--- config.mk ---
export PLATFORM = sky130hd
export DESIGN_NAME = i2c_master_top
export DESIGN_NICKNAME = d
export VERILOG_FILES = /design/src/hw/i2c_pkg.sv /design/src/hw/i2c_bit_if.sv /design/src/hw/i2c_phase_timer.sv /design/src/hw/i2c_byte_shifter.sv /design/src/hw/i2c_line_sync.sv /design/src/hw/i2c_ctrl_fsm.sv /design/src/hw/i2c_master_top.sv
export SDC_FILE = /design/constraint.sdc
export NUM_CORES = 1
export LEC_CHECK = 0
export BUFFER_PORTS_ARGS = -buffer_cell sky130_fd_sc_hd__buf_2
export CAP_MARGIN = 20
export CELL_PAD_IN_SITES_DETAIL_PLACEMENT = 2
export CELL_PAD_IN_SITES_GLOBAL_PLACEMENT = 2
export CORE_ASPECT_RATIO = 1.1
export CORE_UTILIZATION = 35
export DETAILED_ROUTE_END_ITERATION = 7
export PLACE_DENSITY = 0.76
export SLEW_MARGIN = 20
export SYNTH_ARGS = -nofsm -noshare
export SYNTH_HDL_FRONTEND = slang
export SYNTH_SLANG_ARGS = --single-unit
--- constraint.sdc ---
create_clock -name CLK_100MHz -period 1.7 [get_ports CLK_100MHz]
set_input_delay 0.085 -clock CLK_100MHz [delete_from_list [all_inputs] [get_ports CLK_100MHz]]
set_output_delay 0.085 -clock CLK_100MHz [all_outputs]
set_load 0.005 [all_outputs]
--- src/hw/i2c_pkg.sv ---
// Timing assumes a 100 MHz system clock; SCL_QUARTER_CYCLES sets a 100 kHz bus rate
package i2c_pkg;

    // ------------------------------------------------------------------
    // Timing and field widths
    // ------------------------------------------------------------------

    // System cycles per quarter of one SCL bit
    localparam logic [15:0] SCL_QUARTER_CYCLES = 16'd250;

    localparam int I2C_ADDR_W = 7;
    localparam int I2C_DATA_W = 8;

    // Eight data bits plus the ACK slot
    localparam int BITS_PER_FRAME = 9;
    localparam int FRAME_CNT_W    = $clog2(BITS_PER_FRAME);

    // ------------------------------------------------------------------
    // Bus constants
    // ------------------------------------------------------------------

    // Level the target drives in the ACK slot
    localparam logic SDA_ACK = 1'b0;
    // R/W bit value for a read
    localparam logic RW_READ = 1'b1;

    // ------------------------------------------------------------------
    // Enumerations
    // ------------------------------------------------------------------

    typedef enum logic [3:0] {
        ST_IDLE,
        ST_START,
        ST_ADDR,
        ST_ADDR_ACK,
        ST_WRITE,
        ST_WRITE_ACK,
        ST_READ,
        ST_MASTER_NACK,
        ST_STOP,
        ST_RESPOND
    } ctrl_state_t;

    // Quarter phases of one SCL bit
    typedef enum logic [1:0] {
        PH_LOW_A,
        PH_RISE,
        PH_HIGH,
        PH_LOW_B
    } phase_t;

endpackage

--- src/hw/i2c_bit_if.sv ---
// Byte shifter control link; tx_byte is taken on load, sample_bit on shift_en
`timescale 1ns/1ns

interface i2c_bit_if;
    import i2c_pkg::*;

    // Driven by the FSM
    logic                  load;
    logic [I2C_DATA_W-1:0] tx_byte;
    logic                  shift_en;
    logic                  sample_bit;

    // Driven by the shifter
    logic                  tx_bit;
    logic [I2C_DATA_W-1:0] rx_byte;
    logic                  last_bit;

    modport fsm (
        output load,
        output tx_byte,
        output shift_en,
        output sample_bit,
        input  tx_bit,
        input  rx_byte,
        input  last_bit
    );

    modport shifter (
        input  load,
        input  tx_byte,
        input  shift_en,
        input  sample_bit,
        output tx_bit,
        output rx_byte,
        output last_bit
    );

endinterface

--- src/hw/i2c_phase_timer.sv ---
// Needs QUARTER_CYCLES >= 2; a target holding SCL low stalls the timer in PH_RISE indefinitely
`timescale 1ns/1ns

module i2c_phase_timer #(
    parameter logic [15:0] QUARTER_CYCLES = i2c_pkg::SCL_QUARTER_CYCLES
) (
    input  logic            CLK_100MHz,
    input  logic            RST,
    input  logic            run,
    input  logic            scl_in,
    output i2c_pkg::phase_t phase,
    output logic            phase_tick
);
    import i2c_pkg::*;

    logic [15:0] count;
    logic        quarter_done;
    logic        may_advance;

    assign quarter_done = (count == QUARTER_CYCLES - 16'd1);

    // Rising quarter waits until the line is seen high (clock stretching)
    assign may_advance = (phase != PH_RISE) || scl_in;

    always_ff @(posedge CLK_100MHz or posedge RST) begin
        if (RST) begin
            count      <= '0;
            phase      <= PH_LOW_A;
            phase_tick <= 1'b0;
        end else begin
            phase_tick <= 1'b0;
            if (!run) begin
                count <= '0;
                phase <= PH_LOW_A;
            end else if (quarter_done) begin
                if (may_advance) begin
                    count      <= '0;
                    phase      <= phase_t'(phase + 2'd1);
                    phase_tick <= 1'b1;
                end
            end else begin
                count <= count + 16'd1;
            end
        end
    end

    // ------------------------------------------------------------------
    // Checks
    // ------------------------------------------------------------------

    // FSM only drops run right after a tick, so no tick may follow
    a_no_tick_when_idle: assert property (
        @(posedge CLK_100MHz) disable iff (RST)
        !run |-> !phase_tick
    );

endmodule

--- src/hw/i2c_byte_shifter.sv ---
// MSB first; rx_byte holds the last eight sampled bits, tx_bit is undefined until the first load
`timescale 1ns/1ns

module i2c_byte_shifter (
    input logic        CLK_100MHz,
    input logic        RST,
    i2c_bit_if.shifter bits
);
    import i2c_pkg::*;

    logic [I2C_DATA_W-1:0]  shift_q;
    logic [FRAME_CNT_W-1:0] bit_cnt;

    // One register serves both directions
    always_ff @(posedge CLK_100MHz) begin
        if (bits.load) begin
            shift_q <= bits.tx_byte;
        end else if (bits.shift_en) begin
            shift_q <= {shift_q[I2C_DATA_W-2:0], bits.sample_bit};
        end
    end

    // Counts shifted bits, stops at the ACK slot
    always_ff @(posedge CLK_100MHz or posedge RST) begin
        if (RST) begin
            bit_cnt <= '0;
        end else if (bits.load) begin
            bit_cnt <= '0;
        end else if (bits.shift_en && (bit_cnt != FRAME_CNT_W'(BITS_PER_FRAME - 1))) begin
            bit_cnt <= bit_cnt + FRAME_CNT_W'(1);
        end
    end

    assign bits.tx_bit   = shift_q[I2C_DATA_W-1];
    assign bits.rx_byte  = shift_q;
    assign bits.last_bit = (bit_cnt == FRAME_CNT_W'(I2C_DATA_W - 1));

    // Load and shift come from different phases of the bit
    a_load_shift_exclusive: assert property (
        @(posedge CLK_100MHz) disable iff (RST)
        !(bits.load && bits.shift_en)
    );

endmodule

--- src/hw/i2c_line_sync.sv ---
// Inputs are asynchronous; outputs reset to 1 (idle bus) and ignore pulses of one cycle
`timescale 1ns/1ns

module i2c_line_sync (
    input  logic CLK_100MHz,
    input  logic RST,
    input  logic sda_line,
    input  logic scl_line,
    output logic sda_in,
    output logic scl_in
);

    // Bit 1 is SCL, bit 0 is SDA
    logic [1:0] raw;
    logic [1:0] meta_q;
    logic [1:0] samp_q;
    logic [1:0] filt_q;

    assign raw = {scl_line, sda_line};

    always_ff @(posedge CLK_100MHz or posedge RST) begin
        if (RST) begin
            meta_q <= 2'b11;
            samp_q <= 2'b11;
            filt_q <= 2'b11;
        end else begin
            meta_q <= raw;
            samp_q <= meta_q;
            // Take a new level only when two samples agree
            for (int i = 0; i < 2; i++) begin
                if (meta_q[i] == samp_q[i]) begin
                    filt_q[i] <= samp_q[i];
                end
            end
        end
    end

    assign sda_in = filt_q[0];
    assign scl_in = filt_q[1];

endmodule

--- src/hw/i2c_ctrl_fsm.sv ---
// One command = START, address, one data byte, STOP; a read always ends with a master NACK
`timescale 1ns/1ns

module i2c_ctrl_fsm (
    input  logic                           CLK_100MHz,
    input  logic                           RST,
    input  logic                           cmd_valid,
    output logic                           cmd_ready,
    input  logic [i2c_pkg::I2C_ADDR_W-1:0] cmd_addr,
    input  logic                           cmd_rw,
    input  logic [i2c_pkg::I2C_DATA_W-1:0] cmd_wdata,
    output logic                           rsp_valid,
    input  logic                           rsp_ready,
    output logic [i2c_pkg::I2C_DATA_W-1:0] rsp_rdata,
    output logic                           rsp_ack_err,
    i2c_bit_if.fsm                         bits,
    input  i2c_pkg::phase_t                phase,
    input  logic                           phase_tick,
    input  logic                           sda_in,
    output logic                           run,
    output logic                           sda_pull_low,
    output logic                           scl_pull_low
);
    import i2c_pkg::*;

    ctrl_state_t           state;
    logic                  rw_q;
    logic [I2C_DATA_W-1:0] wdata_q;
    logic [I2C_DATA_W-1:0] rdata_q;
    logic                  ack_err_q;
    logic                  sampled_q;
    logic                  last_q;
    logic                  accept;
    logic                  tick_low_a;
    logic                  tick_high;

    assign accept     = (state == ST_IDLE) && cmd_valid;
    assign tick_low_a = phase_tick && (phase == PH_LOW_A);
    assign tick_high  = phase_tick && (phase == PH_HIGH);

    assign cmd_ready   = (state == ST_IDLE);
    assign rsp_valid   = (state == ST_RESPOND);
    assign rsp_rdata   = rdata_q;
    assign rsp_ack_err = ack_err_q;
    assign run         = (state != ST_IDLE) && (state != ST_RESPOND);

    // ------------------------------------------------------------------
    // Shifter control
    // ------------------------------------------------------------------

    // Address byte loads on accept, data byte during the address ACK slot
    assign bits.load    = accept || (tick_high && (state == ST_ADDR_ACK));
    assign bits.tx_byte = (state == ST_IDLE) ? {cmd_addr, cmd_rw} : wdata_q;
    assign bits.shift_en = tick_high &&
                           (state inside {ST_ADDR, ST_WRITE, ST_READ});
    assign bits.sample_bit = sda_in;

    always_ff @(posedge CLK_100MHz) begin
        if (accept) begin
            rw_q    <= cmd_rw;
            wdata_q <= cmd_wdata;
        end
    end

    // ------------------------------------------------------------------
    // Transaction sequencing
    // ------------------------------------------------------------------

    always_ff @(posedge CLK_100MHz or posedge RST) begin
        if (RST) begin
            state        <= ST_IDLE;
            rdata_q      <= '0;
            ack_err_q    <= 1'b0;
            sampled_q    <= 1'b1;
            last_q       <= 1'b0;
            sda_pull_low <= 1'b0;
            scl_pull_low <= 1'b0;
        end else begin
            // SCL released for the high half; left released after STOP
            if (phase_tick && (phase == PH_RISE)) begin
                scl_pull_low <= 1'b0;
            end
            if (phase_tick && (phase == PH_LOW_B)) begin
                scl_pull_low <= (state != ST_STOP);
            end
            if (tick_high) begin
                sampled_q <= sda_in;
                last_q    <= bits.last_bit;
            end

            case (state)
                ST_IDLE: begin
                    if (cmd_valid) begin
                        state     <= ST_START;
                        rdata_q   <= '0;
                        ack_err_q <= 1'b0;
                    end
                end
                ST_START: begin
                    // SDA falls while SCL is high
                    if (tick_high) begin
                        sda_pull_low <= 1'b1;
                    end
                    if (tick_low_a) begin
                        state        <= ST_ADDR;
                        sda_pull_low <= !bits.tx_bit;
                    end
                end
                ST_ADDR, ST_WRITE: begin
                    if (tick_low_a) begin
                        if (last_q) begin
                            state        <= (state == ST_ADDR) ? ST_ADDR_ACK : ST_WRITE_ACK;
                            sda_pull_low <= 1'b0;
                        end else begin
                            sda_pull_low <= !bits.tx_bit;
                        end
                    end
                end
                ST_ADDR_ACK: begin
                    if (tick_low_a) begin
                        if (sampled_q != SDA_ACK) begin
                            state        <= ST_STOP;
                            ack_err_q    <= 1'b1;
                            sda_pull_low <= 1'b1;
                        end else if (rw_q == RW_READ) begin
                            state <= ST_READ;
                        end else begin
                            state        <= ST_WRITE;
                            sda_pull_low <= !bits.tx_bit;
                        end
                    end
                end
                ST_WRITE_ACK: begin
                    if (tick_low_a) begin
                        state        <= ST_STOP;
                        ack_err_q    <= (sampled_q != SDA_ACK);
                        sda_pull_low <= 1'b1;
                    end
                end
                ST_READ: begin
                    if (tick_low_a && last_q) begin
                        state   <= ST_MASTER_NACK;
                        rdata_q <= bits.rx_byte;
                    end
                end
                ST_MASTER_NACK: begin
                    // SDA stays released through the slot
                    if (tick_low_a) begin
                        state        <= ST_STOP;
                        sda_pull_low <= 1'b1;
                    end
                end
                ST_STOP: begin
                    if (tick_high) begin
                        sda_pull_low <= 1'b0;
                    end
                    if (tick_low_a) begin
                        state <= ST_RESPOND;
                    end
                end
                ST_RESPOND: begin
                    if (rsp_ready) begin
                        state <= ST_IDLE;
                    end
                end
                default: state <= ST_IDLE;
            endcase
        end
    end

    // ------------------------------------------------------------------
    // Checks
    // ------------------------------------------------------------------

    a_sda_stable_high: assert property (
        @(posedge CLK_100MHz) disable iff (RST)
        ((phase == PH_HIGH) && $changed(sda_pull_low)) |-> (state inside {ST_START, ST_STOP})
    );

    a_rsp_hold: assert property (
        @(posedge CLK_100MHz) disable iff (RST)
        (rsp_valid && !rsp_ready) |=> (rsp_valid && $stable(rsp_rdata) && $stable(rsp_ack_err))
    );

endmodule

--- src/hw/i2c_master_top.sv ---
// Open-drain pull-low outputs only; the wired-AND bus and pull-ups are formed outside this block
`timescale 1ns/1ns

module i2c_master_top (
    input  logic                           CLK_100MHz,
    input  logic                           RST,
    // Command channel
    input  logic                           cmd_valid,
    output logic                           cmd_ready,
    input  logic [i2c_pkg::I2C_ADDR_W-1:0] cmd_addr,
    input  logic                           cmd_rw,
    input  logic [i2c_pkg::I2C_DATA_W-1:0] cmd_wdata,
    // Response channel
    output logic                           rsp_valid,
    input  logic                           rsp_ready,
    output logic [i2c_pkg::I2C_DATA_W-1:0] rsp_rdata,
    output logic                           rsp_ack_err,
    // Bus
    output logic                           sda_pull_low,
    output logic                           scl_pull_low,
    input  logic                           sda_line,
    input  logic                           scl_line
);
    import i2c_pkg::*;

    logic   sda_in;
    logic   scl_in;
    logic   run;
    phase_t phase;
    logic   phase_tick;

    i2c_bit_if bit_bus ();

    i2c_line_sync i_i2c_line_sync (
        .CLK_100MHz (CLK_100MHz),
        .RST        (RST),
        .sda_line   (sda_line),
        .scl_line   (scl_line),
        .sda_in     (sda_in),
        .scl_in     (scl_in)
    );

    i2c_phase_timer #(
        .QUARTER_CYCLES (SCL_QUARTER_CYCLES)
    ) i_i2c_phase_timer (
        .CLK_100MHz (CLK_100MHz),
        .RST        (RST),
        .run        (run),
        .scl_in     (scl_in),
        .phase      (phase),
        .phase_tick (phase_tick)
    );

    i2c_byte_shifter i_i2c_byte_shifter (
        .CLK_100MHz (CLK_100MHz),
        .RST        (RST),
        .bits       (bit_bus.shifter)
    );

    i2c_ctrl_fsm i_i2c_ctrl_fsm (
        .CLK_100MHz   (CLK_100MHz),
        .RST          (RST),
        .cmd_valid    (cmd_valid),
        .cmd_ready    (cmd_ready),
        .cmd_addr     (cmd_addr),
        .cmd_rw       (cmd_rw),
        .cmd_wdata    (cmd_wdata),
        .rsp_valid    (rsp_valid),
        .rsp_ready    (rsp_ready),
        .rsp_rdata    (rsp_rdata),
        .rsp_ack_err  (rsp_ack_err),
        .bits         (bit_bus.fsm),
        .phase        (phase),
        .phase_tick   (phase_tick),
        .sda_in       (sda_in),
        .run          (run),
        .sda_pull_low (sda_pull_low),
        .scl_pull_low (scl_pull_low)
    );

endmodule

==> results of run 1 <==
final cells by class:
| cell class | instances | area share, % |
|---|---|---|
| clock inverter | 7 | 2.250 |
| timing repair buffer | 121 | 20.76 |
| tap | 111 | 3.009 |
| inverter | 7 | 0.6235 |
| sequential | 63 | 36.32 |
| multi-input combinational | 193 | 34.35 |
| clock buffer | 9 | 2.684 |
worst max path at each step:
stage                                                 startpoint                                           end  depth (start not counted)
after detailed placement     i_i2c_ctrl_fsm.state[0]$_DFFE_PP0P_  i_i2c_byte_shifter.bits.rx_byte[5]$_DFFE_PP_                          5
after global routing      i_i2c_phase_timer.count[8]$_DFFE_PP0P_        i_i2c_phase_timer.count[2]$_DFFE_PP0P_                          6
after floorplan              i_i2c_ctrl_fsm.state[3]$_DFFE_PP0P_       i_i2c_ctrl_fsm.rsp_rdata[0]$_DFFE_PP0P_                          6
after global placement       i_i2c_ctrl_fsm.state[0]$_DFFE_PP0P_           i_i2c_ctrl_fsm.state[0]$_DFFE_PP0P_                          6
after CTS                 i_i2c_phase_timer.phase[1]$_DFFE_PP0P_       i_i2c_ctrl_fsm.rsp_rdata[2]$_DFFE_PP0P_                          8
final                        i_i2c_ctrl_fsm.state[0]$_DFFE_PP0P_           i_i2c_ctrl_fsm.state[1]$_DFFE_PP0P_                          7
layout by cell type (no fill, tap or decap), drive strengths merged, types with 2 or more instances in the layout:
cell and instances:
xor2 10, nand4 3, and3b 2, nand4b 3
a32o 2, nor2 32, buf 109, and3 5
bufinv 2, o21bai 3, and2 3, inv 9
edfxtp 17, nor3 6, a21oi 20, o21ai 6
a22o 8, xnor2 8, nand3 11, nand2b 6
mux2 3, nand2 16, or2 3, maj3 2
nor4 4, clkinv 3, mux2i 11, o22ai 2
dfstp 7, dfrtp 39, dlygate4sd3 12, clkbuf 9
a21o 2, ha 8
tightest hold or removal path: stages:
cell and delay, ps:
buf_2 80, mux2i_1 60, a21oi_1 120
flip-flops by register name, indices dropped and copies added (netlist names):
name,cells
i_i2c_ctrl_fsm.sda_pull_low,1
i_i2c_line_sync.samp_q,2
i_i2c_ctrl_fsm.rsp_rdata,8
i_i2c_line_sync.filt_q,2
i_i2c_ctrl_fsm.sampled_q,1
i_i2c_phase_timer.phase_tick,1
i_i2c_ctrl_fsm.scl_pull_low,1
i_i2c_byte_shifter.bits.rx_byte,8
i_i2c_ctrl_fsm.wdata_q,8
i_i2c_ctrl_fsm.state,4
i_i2c_ctrl_fsm.rsp_ack_err,1
i_i2c_phase_timer.count,16
i_i2c_line_sync.meta_q,2
i_i2c_ctrl_fsm.last_q,1
i_i2c_phase_timer.phase,2
i_i2c_byte_shifter.bit_cnt,4
i_i2c_ctrl_fsm.rw_q,1
power by group:
part / switching, uW / total [uW] / internal [uW]
Sequential: 162 / 1910 / 1750
Combinational: 944 / 1830 / 884
Clock: 729 / 1570 / 843
Total: 1830 / 5310 / 3480
cell families (layout without fill, tap and decap cells):
logic type / Yosys count / after routing / share of synthesized area [%]
adder cells (fa/ha/maj): 10 / 10 / 3.899
AND/OR/NAND/NOR: 101 / 101 / 17.91
flip-flops: 63 / 63 / 54.22
AO/OA/AOI/OAI: 50 / 50 / 11.01
buffers and inverters: 19 / 144 / 3.168
XOR/XNOR: 18 / 18 / 5.118
multiplexers: 14 / 14 / 4.671
what timing repair did:
action,in CTS,in global routing
endpoints found under the hold margin,25,0
hold buffers,12,0
pin swaps,9,16
gates resized for setup,28,58
setup buffers,6,15
endpoints found under the setup margin,48,49
layer usage:
layer,vias to the layer above,GRT usage [%],part of all wire [%]
met3,29,6.591,3.4
li1,1224,-,-
met2,71,49.68,55
met4,0,10.87,2.6
met1,1420,30.75,38
met5,-,0,0
per-stage QoR:
| step | hold slack, ps | setup WS, ps | total power, uW | area (sq um) | instances |
|---|---|---|---|---|---|
| global route | 75.61 | -258.3 | 5474 | 4616 | 511 |
| finish | 72.96 | -177.8 | 5315 | 4616 | 511 |
| detailed placement | 117.1 | -156.5 | 3149 | 3786 | 463 |
| floorplan | 89.48 | -2.112 | 2529 | 3094 | 275 |
| global placement | 114.1 | -45.08 | 3068 | 3786 | 463 |
| CTS | 83.91 | -37.64 | 4822 | 4275 | 497 |
==> summary.md, run 1 <==
| Metric | Value |
|---|---|
| Count leader, synth | `dfrtp_1` |
| Total of max-cap violations | `0` |
| Sink Count | `63` |
| Worst-margin pin slew | `633.2 ps` |
| # setup viols final | `51` |
| Largest net degree at the start of global routing | `29` |
| Slowest stage cell, crit path | `dfrtp_2` |
| Util after Layout | `54.61%` |
| Syn nets | `305` |
| Power Density | `1152 nW/um^2` |
| Footprint of the multi-input gates | `1585 sq um` |
| Port buffer count | `34` |
| Fill cell count | `817` |
| WP buf/inv | `3` |
| Area leader, netlist | `dfrtp_1` |
| Antenna-violating nets left | `0` |
| Initial antenna violation count | `0` |
| Grt total ovfl | `0` |
| Vias in the first global route | `3121` |
| Share of synthesized registers carrying an async set or reset | `73.02%` |
| Worst reg2reg startpoint | `i_i2c_ctrl_fsm.state[0]$_DFFE_PP0P_` |
| Pleak | `0.002024 uW` |
| Crit-path max cell delay | `500 ps` |
| Sequential area share after synthesis | `54.22%` |
| Synth area leaders | `dfrtp_1, edfxtp_1, dfstp_2` |
| Hold path depth | `3` |
| Delay-heaviest family, CP | `buffers and inverters` |
| Avg Cell Area, Syn | `11.20 sq um` |
| EDFF count, synth | `17` |
| Detailed placement HPWL | `6642 um` |
| DR iter-0 viols | `99` |
| Outcome | `finished with violations` |
| Failing checks | `setup timing` |
| Primary FF master, synth | `dfrtp_1` |
| Via count | `2744` |
| Yosys warnings | `0` |
| First-pass GRT wire length | `18170 um` |
| Worst EP required | `1960 ps` |
| CTS tree | `done` |
| Storage element area | `1677 sq um` |
| CP cell instances | `buf_6 > nor4_4 > buf_4 > a21o_1 > o221ai_2 > buf_4 > a21o_1` |
| H-tree depth | `3` |
| Std-Cell Core Area | `8452 sq um` |
| CTS Buffer Depth | `2` |
| Rows | `35` |
| Final Hold Viols | `0` |
| Cells after synthesis | `275` |
| Post-synthesis sequential element count | `63` |
| Max-slew violations | `0` |
| Clk root buf | `clkbuf_8` |
| Post-Syn Area | `3080 sq um` |
| IO Count | `35` |
| CP Capture Type | `flop` |
| RSZ-0062 raised after global routing | `true` |
| Pre-antenna DRT Iters | `4` |
| Reg-to-reg slack, setup | `-180 ps` |
| Worst r2r dst | `i_i2c_ctrl_fsm.state[1]$_DFFE_PP0P_` |
| VDD IR max | `0.0006476 V` |
| Min-Delay Path Class | `in -> reg` |
| Crit path arrival time | `2140 ps` |
| Clock skew | `19.99 ps` |
| Die area | `9181 sq um` |
| Number of library cell types mapped by synthesis | `54` |
| Post-Route WL | `13180 um` |
| R2R depth | `7` |
| Fmax achieved | `0.5325 GHz` |
| DIE HEIGHT | `100.4 um` |
| Final period util | `110.5%` |
| Final Critical Period | `1878 ps` |
| Setup Total Neg Slack | `-4608 ps` |
| Drt wl/cell | `25.80 um` |
| Via density per instance | `5.370` |
| Worst hold start | `cmd_addr[0]` |
| Final weighted congestion in routability-driven placement | `0.7808` |
| Ant. Diodes | `0` |
| Hold worst-path end | `i_i2c_byte_shifter.bits.rx_byte[1]$_DFFE_PP_` |
| CP Max Fanout | `8` |
| Clock slew at reported path FFs | `100 ps` |
| Yosys top cell area share | `31.68%` |
| Overall die width | `91.45 um` |
| Post-synth top cells | `dfrtp_1, nor2_1, a21oi_1` |
| CTS Buf Count | `9` |
| Drt drc | `0` |
| Startpoint types | `flop` |
| Rel. slew slack | `57.53%` |
| Area growth syn-to-layout | `49.84%` |
| Worst setup margin | `-177.8 ps` |
| Initial core utilization | `36.45%` |
| Layout cell share with drive strength beyond 1 | `50.25%` |
| Total track usage | `27.32%` |
| Nets | `425` |
| Worst-Skew Late Latency | `380 ps` |
| Kind of critical path | `reg -> reg` |
Power figures use the tool's default switching activity.
==> run 2, diff against run 1 <==
- PLACE_DENSITY: 0.76 -> 0.74
==> run 2 against run 1 <==
The flow still finishes with violations (setup timing). Critical path depth is the same. Maximum frequency grew 2.3%. Die area is the same. Final cell count shrank 0.59%. Critical path type unchanged. Critical endpoint is now i_i2c_byte_shifter.bit_cnt[3]$_DFFE_PP0P_. Largest cell class unchanged.
==> summary.md, run 2 (synthesis gave the netlist of run 1 again) <==
| Metric | Value |
|---|---|
| DIE HEIGHT | `100.4 um` |
| Port buffer count | `34` |
| DR iter-0 viols | `123` |
| Overall die width | `91.45 um` |
| CTS Buffer Depth | `2` |
| Drt drc | `0` |
| Most frequent cells in the layout | `buf_4, dfrtp_1, buf_2` |
| Largest net degree at the start of global routing | `29` |
| Final Hold Viols | `0` |
| Pleak | `0.002046 uW` |
| VDD IR max | `0.0006741 V` |
| CP cell instances | `inv_2 > ha_4 > and3b_2 > nor4_4 > nand4_1 > xor2_1 > nor2_2` |
| Startpoint types | `flop` |
| Largest register FFs | `16` |
| Worst hold slack | `102.9 ps` |
| Min-Delay Path Class | `in -> reg` |
| Failing checks | `setup timing` |
| Design Area, Final | `4606 sq um` |
| IO Count | `35` |
| Nets | `421` |
| First-pass GRT wire length | `17000 um` |
| Rel. slew slack | `64.29%` |
| Std-Cell Core Area | `8452 sq um` |
| Antenna-violating nets left | `0` |
| Worst EP required | `1980 ps` |
| Clock slew at reported path FFs | `100 ps` |
| Power Density | `1131 nW/um^2` |
| Post-Route WL | `13710 um` |
| Crit-path max cell delay | `390 ps` |
| Metal3 WL | `548 um` |
| CTS tree | `done` |
| Delay-heaviest family, CP | `simple AND/OR/NAND/NOR gates` |
| Largest Register | `i_i2c_phase_timer.count` |
| CP Capture Type | `flop` |
| CP Max Fanout | `3` |
| RSZ-0062 raised after global routing | `true` |
| Via density per instance | `5.500` |
| Clock skew | `26.38 ps` |
| Sink Count | `63` |
| Initial core utilization | `36.45%` |
| Worst-margin pin slew | `534.8 ps` |
| WP buf/inv | `1` |
| Final Power | `5209 uW` |
| Total of max-cap violations | `0` |
| Post-DP Area | `3749 sq um` |
| Via count | `2794` |
| Detailed placement HPWL | `6108 um` |
| Fmax achieved | `0.5446 GHz` |
| Layout cell share with drive strength beyond 1 | `48.99%` |
| Routed met2 length | `7178 um` |
| Vias in the first global route | `3027` |
| Drt wl/cell | `26.98 um` |
| CTS Buf Count | `9` |
| Area growth syn-to-layout | `49.51%` |
| Worst setup margin | `-136.3 ps` |
| Grt total ovfl | `0` |
| Max Used Layer | `met4` |
| Final weighted congestion in routability-driven placement | `0.7974` |
| Most common cell after layout, fill and taps aside | `buf_4` |
| H-tree depth | `3` |
| Pre-antenna DRT Iters | `4` |
| Outcome | `finished with violations` |
| Slowest stage cell, crit path | `dfrtp_1` |
| Metal-1 WL | `5195 um` |
| Final period util | `108.0%` |
| Clk root buf | `clkbuf_8` |
| # setup viols final | `44` |
| Kind of critical path | `reg -> reg` |
| Rows | `35` |
| Die area | `9181 sq um` |
| Total track usage | `25.10%` |
| Final Critical Period | `1836 ps` |
| Crit path arrival time | `2110 ps` |
| Max-slew violations | `0` |
| Initial antenna violation count | `1` |
| Worst-Skew Late Latency | `380 ps` |
run 2: cell count changes in the layout (fill, tap and decap cells not counted), moves of 3 or more:
| cell | delta |
|---|---|
| buf_4 | -3 |
| buf_6 | -4 |
| clkinv_2 | +3 |
| a21oi_2 | -3 |
| mux2i_2 | -3 |
| ha_2 | -3 |
run 2: worst register-to-register path: stages, from the launching register on:
cell and delay (ps):
dfrtp_1 390, inv_2 70, ha_4 150, and3b_2 210
nor4_4 340, nand4_1 280, xor2_1 270, nor2_2 60
run 2: where the power goes:
group / switching (uW) / total [uW] / leakage (uW) / internal [uW]
Combinational: 1040 / 2070 / 0.00119 / 1030
Sequential: 135 / 1880 / 0.000768 / 1750
Clock: 723 / 1250 / 0.0000929 / 532
Total: 1900 / 5210 / 0.00205 / 3310
run 2: path summary, 6_finish.rpt:
path / startpoint / endpoint / slack, ps / cells past startpoint
worst min-delay path: cmd_addr[6] / i_i2c_byte_shifter.bits.rx_byte[7]$_DFFE_PP_ / 100 / 3
min in group asynchronous: RST / i_i2c_ctrl_fsm.sda_pull_low$_DFFE_PP0P_ / 310 / 3
worst max register to register: i_i2c_byte_shifter.bit_cnt[0]$_DFFE_PP0P_ / i_i2c_byte_shifter.bit_cnt[3]$_DFFE_PP0P_ / -140 / 7
max in group asynchronous: RST / i_i2c_ctrl_fsm.sampled_q$_DFFE_PP1P_ / 760 / 4
worst max-delay path: i_i2c_byte_shifter.bit_cnt[0]$_DFFE_PP0P_ / i_i2c_byte_shifter.bit_cnt[3]$_DFFE_PP0P_ / -140 / 7
worst min register to register: i_i2c_line_sync.meta_q[1]$_DFF_PP1_ / i_i2c_line_sync.samp_q[1]$_DFF_PP1_ / 380 / 0
run 2: cell type report:
cell class	instances	area (sq um)
tap	111	138.9
antenna	1	2.502
sequential	63	1674
timing repair buffer	117	950.9
inverter	7	26.28
multi-input combinational	193	1639
fill	815	3846
clock buffer	9	123.9
clock inverter	7	50.05
run 2: metrics by stage:
step,util (%),cells,setup TNS [ps],setup slack [ps]
after floorplan,-,275,-16.90,-2.112
final,54.49,508,-3180,-136.3
after CTS,50.02,495,-258.8,-42.68
after global routing,54.49,508,-6978,-310.1
after global placement,44.35,458,-343.2,-48.00
after detailed placement,44.35,458,-1411,-93.03
run 2: metal layers:
metal	track usage, %	vias to the layer above
li1	-	1219
met2	45.69	98
met1	29.21	1424
met3	4.242	53
met5	0	-
met4	10.38	0
run 2: what timing repair did:
action / 4_1_cts / 5_1_grt
hold buffers: 12 / 0
buffers inserted: 9 / 14
setup endpoints to repair: 34 / 54
pin swaps: 7 / 24
gates resized for setup: 26 / 64
cloned: 0 / 1
hold endpoints to repair: 29 / 0
==> run 3, diff against run 2 <==
- MAX_ROUTING_LAYER: unset -> met4
==> run 3 against run 2 <==
The run still ends with setup timing left. First-iteration DRC count down 2.4%. Total power decreased by 1.4%. Die area unchanged. Critical path type unchanged. Largest cell class unchanged. Highest routed layer unchanged.
==> summary.md, run 3 (synthesis gave the netlist of run 1 again) <==
| Metric | Value |
|---|---|
| Outcome | `finished with violations` |
| Failing checks | `setup timing` |
| Design Area, Final | `4592 sq um` |
| Pre-antenna DRT Iters | `4` |
| R2R depth | `6` |
| Die area | `9181 sq um` |
| Flop pwr share | `36.5%` |
| CP cell instances | `buf_6 > nor4_4 > buf_6 > buf_12 > mux2i_1 > a21oi_1` |
| Worst reg2reg startpoint | `i_i2c_ctrl_fsm.state[1]$_DFFE_PP0P_` |
| Clock slew at reported path FFs | `80 ps` |
| Pleak | `0.002056 uW` |
| Pint | `3301 uW` |
| Most frequent cells in the layout | `buf_4, dfrtp_1, buf_2` |
| Vias in the first global route | `3031` |
| Largest Register | `i_i2c_phase_timer.count` |
| CP Capture Type | `flop` |
| Power Density | `1119 nW/um^2` |
| Min-Delay Path Class | `in -> reg` |
| # setup viols final | `57` |
| Worst r2r dst | `i_i2c_byte_shifter.bits.rx_byte[5]$_DFFE_PP_` |
| Final Hold Viols | `0` |
| Rel. slew slack | `63.86%` |
| Crit-path max cell delay | `470 ps` |
| Nets | `421` |
| Clock skew | `11.97 ps` |
| Setup Total Neg Slack | `-4154 ps` |
| Kind of critical path | `reg -> reg` |
| Rows | `35` |
| Via density per instance | `5.473` |
| Worst-Skew Late Latency | `360 ps` |
| Worst hold start | `rsp_ready` |
| Max-slew violations | `0` |
| CTS Buf Count | `9` |
| Drt wl/cell | `26.17 um` |
| Drt drc | `0` |
| Initial core utilization | `36.45%` |
| GRT met1 Usage | `29.50%` |
| CTS tree | `done` |
| Largest register FFs | `16` |
| Hold worst-path end | `i_i2c_ctrl_fsm.state[3]$_DFFE_PP0P_` |
| Area growth syn-to-layout | `49.07%` |
| Antenna-violating nets left | `0` |
| Final period util | `115.6%` |
| Logic pwr share | `39.4%` |
| VDD IR max | `0.0006421 V` |
| Worst-margin pin slew | `541.3 ps` |
| Post-DP Area | `3749 sq um` |
| Final Critical Period | `1965 ps` |
| Clk root buf | `clkbuf_8` |
| Sink Count | `63` |
| Std-Cell Core Area | `8452 sq um` |
| Reg-to-reg slack, setup | `-270 ps` |
| CTS Buffer Depth | `2` |
| IO Count | `35` |
| Place WS | `-93.03 ps` |
| Clock network power share | `24.1%` |
| Hold path depth | `4` |
| GRT met2 Usage | `45.52%` |
| DR iter-0 viols | `120` |
| Final weighted congestion in routability-driven placement | `0.8088` |
| Slowest stage cell, crit path | `dfrtp_2` |
| Startpoint types | `flop` |
| GRT met3 Usage | `2.955%` |
| Detailed placement HPWL | `6108 um` |
| Layer with the highest usage | `met2` |
| Layout cell share with drive strength beyond 1 | `48.74%` |
| DIE HEIGHT | `100.4 um` |
| Post-Route WL | `13270 um` |
| WP buf/inv | `3` |
| Worst EP required | `1800 ps` |
| Port buffer count | `34` |
| Ant. Diodes | `0` |
| Most common cell after layout, fill and taps aside | `buf_4` |
| Overall die width | `91.45 um` |
| CP Max Fanout | `6` |
| Delay-heaviest family, CP | `buffers and inverters` |
| Total of max-cap violations | `0` |
| First-pass GRT wire length | `16990 um` |
| RSZ-0062 raised after global routing | `true` |
| Most Frequent Cell on Critical Path | `buf_6` |
| Largest net degree at the start of global routing | `29` |
| Crit path arrival time | `2070 ps` |
| Fmax achieved | `0.5088 GHz` |
| Sw frac | `35.73%` |
| Total track usage | `25.83%` |
| H-tree depth | `3` |
| Grt total ovfl | `0` |
| Worst setup margin | `-265.3 ps` |
| Initial antenna violation count | `0` |
| Via count | `2775` |
| Switch Pwr | `1836 uW` |
run 3: cell types whose count changed in the layout (fill, tap and decap cells not counted), sizes merged:
cell   before  now
diode       1    0
run 3: layout make-up:
class                   count  area [sq um]
fillers                   793          3860
flip-flops and latches     63          1674
multi-input cells         193          1619
repair buffers            117         959.7
well taps                 111         138.9
clock buffers               9         123.9
clock inverters             7         50.05
inverters                   7         26.28
run 3: worst min-delay path: cells and delay by family:
kind	cells	cell delay (ps)
buffers and inverters	1	110
and+or+nand+nor	2	160
AOI/OAI and AO/OA	1	80
run 3: power groups by stage:
stage	clock, uW	sequential [uW]	combinational, uW
CTS	1220	1840	1490
global route	1320	1890	2090
detailed placement	0	1860	1240
floorplan	0	1840	687
finish	1240	1880	2030
global placement	0	1850	1190
run 3: timing repair:
item | 4_1_cts | 5_1_grt
pin swaps | 7 | 21
buffers inserted | 9 | 12
resized for setup | 26 | 62
hold buffers | 12 | 0
endpoints found under the hold margin | 29 | 0
endpoints found under the setup margin | 34 | 54
cloned | 0 | 1
run 3: worst max-delay path by stage:
stage | to | start | cells after the start
3_3_place_gp | i_i2c_ctrl_fsm.state[0]$_DFFE_PP0P_ | i_i2c_ctrl_fsm.state[1]$_DFFE_PP0P_ | 5
3_5_place_dp | i_i2c_byte_shifter.bits.rx_byte[2]$_DFFE_PP_ | i_i2c_ctrl_fsm.state[1]$_DFFE_PP0P_ | 5
4_1_cts | i_i2c_phase_timer.count[2]$_DFFE_PP0P_ | i_i2c_phase_timer.count[8]$_DFFE_PP0P_ | 5
2_1_floorplan | i_i2c_ctrl_fsm.rsp_rdata[0]$_DFFE_PP0P_ | i_i2c_ctrl_fsm.state[3]$_DFFE_PP0P_ | 6
5_1_grt | i_i2c_byte_shifter.bits.rx_byte[5]$_DFFE_PP_ | i_i2c_ctrl_fsm.state[1]$_DFFE_PP0P_ | 6
6_report | i_i2c_byte_shifter.bits.rx_byte[5]$_DFFE_PP_ | i_i2c_ctrl_fsm.state[1]$_DFFE_PP0P_ | 6
run 3: routing by layer:
layer	part of all wire, %	vias up
met5	0	-
met4	3.2	0
met3	2.5	41
met2	54	67
met1	41	1454
li1	-	1213
run 3: through the flow:
| step | instances | utilization [%] | total power [uW] | hold WS, ps |
|---|---|---|---|---|
| floorplan | 275 | - | 2529 | 89.48 |
| global placement | 458 | 44.35 | 3035 | 148.8 |
| detailed placement | 458 | 44.35 | 3096 | 149.5 |
| CTS | 495 | 50.02 | 4553 | 106.2 |
| global route | 507 | 54.33 | 5306 | 125.0 |
| finish | 507 | 54.33 | 5137 | 121.9 |
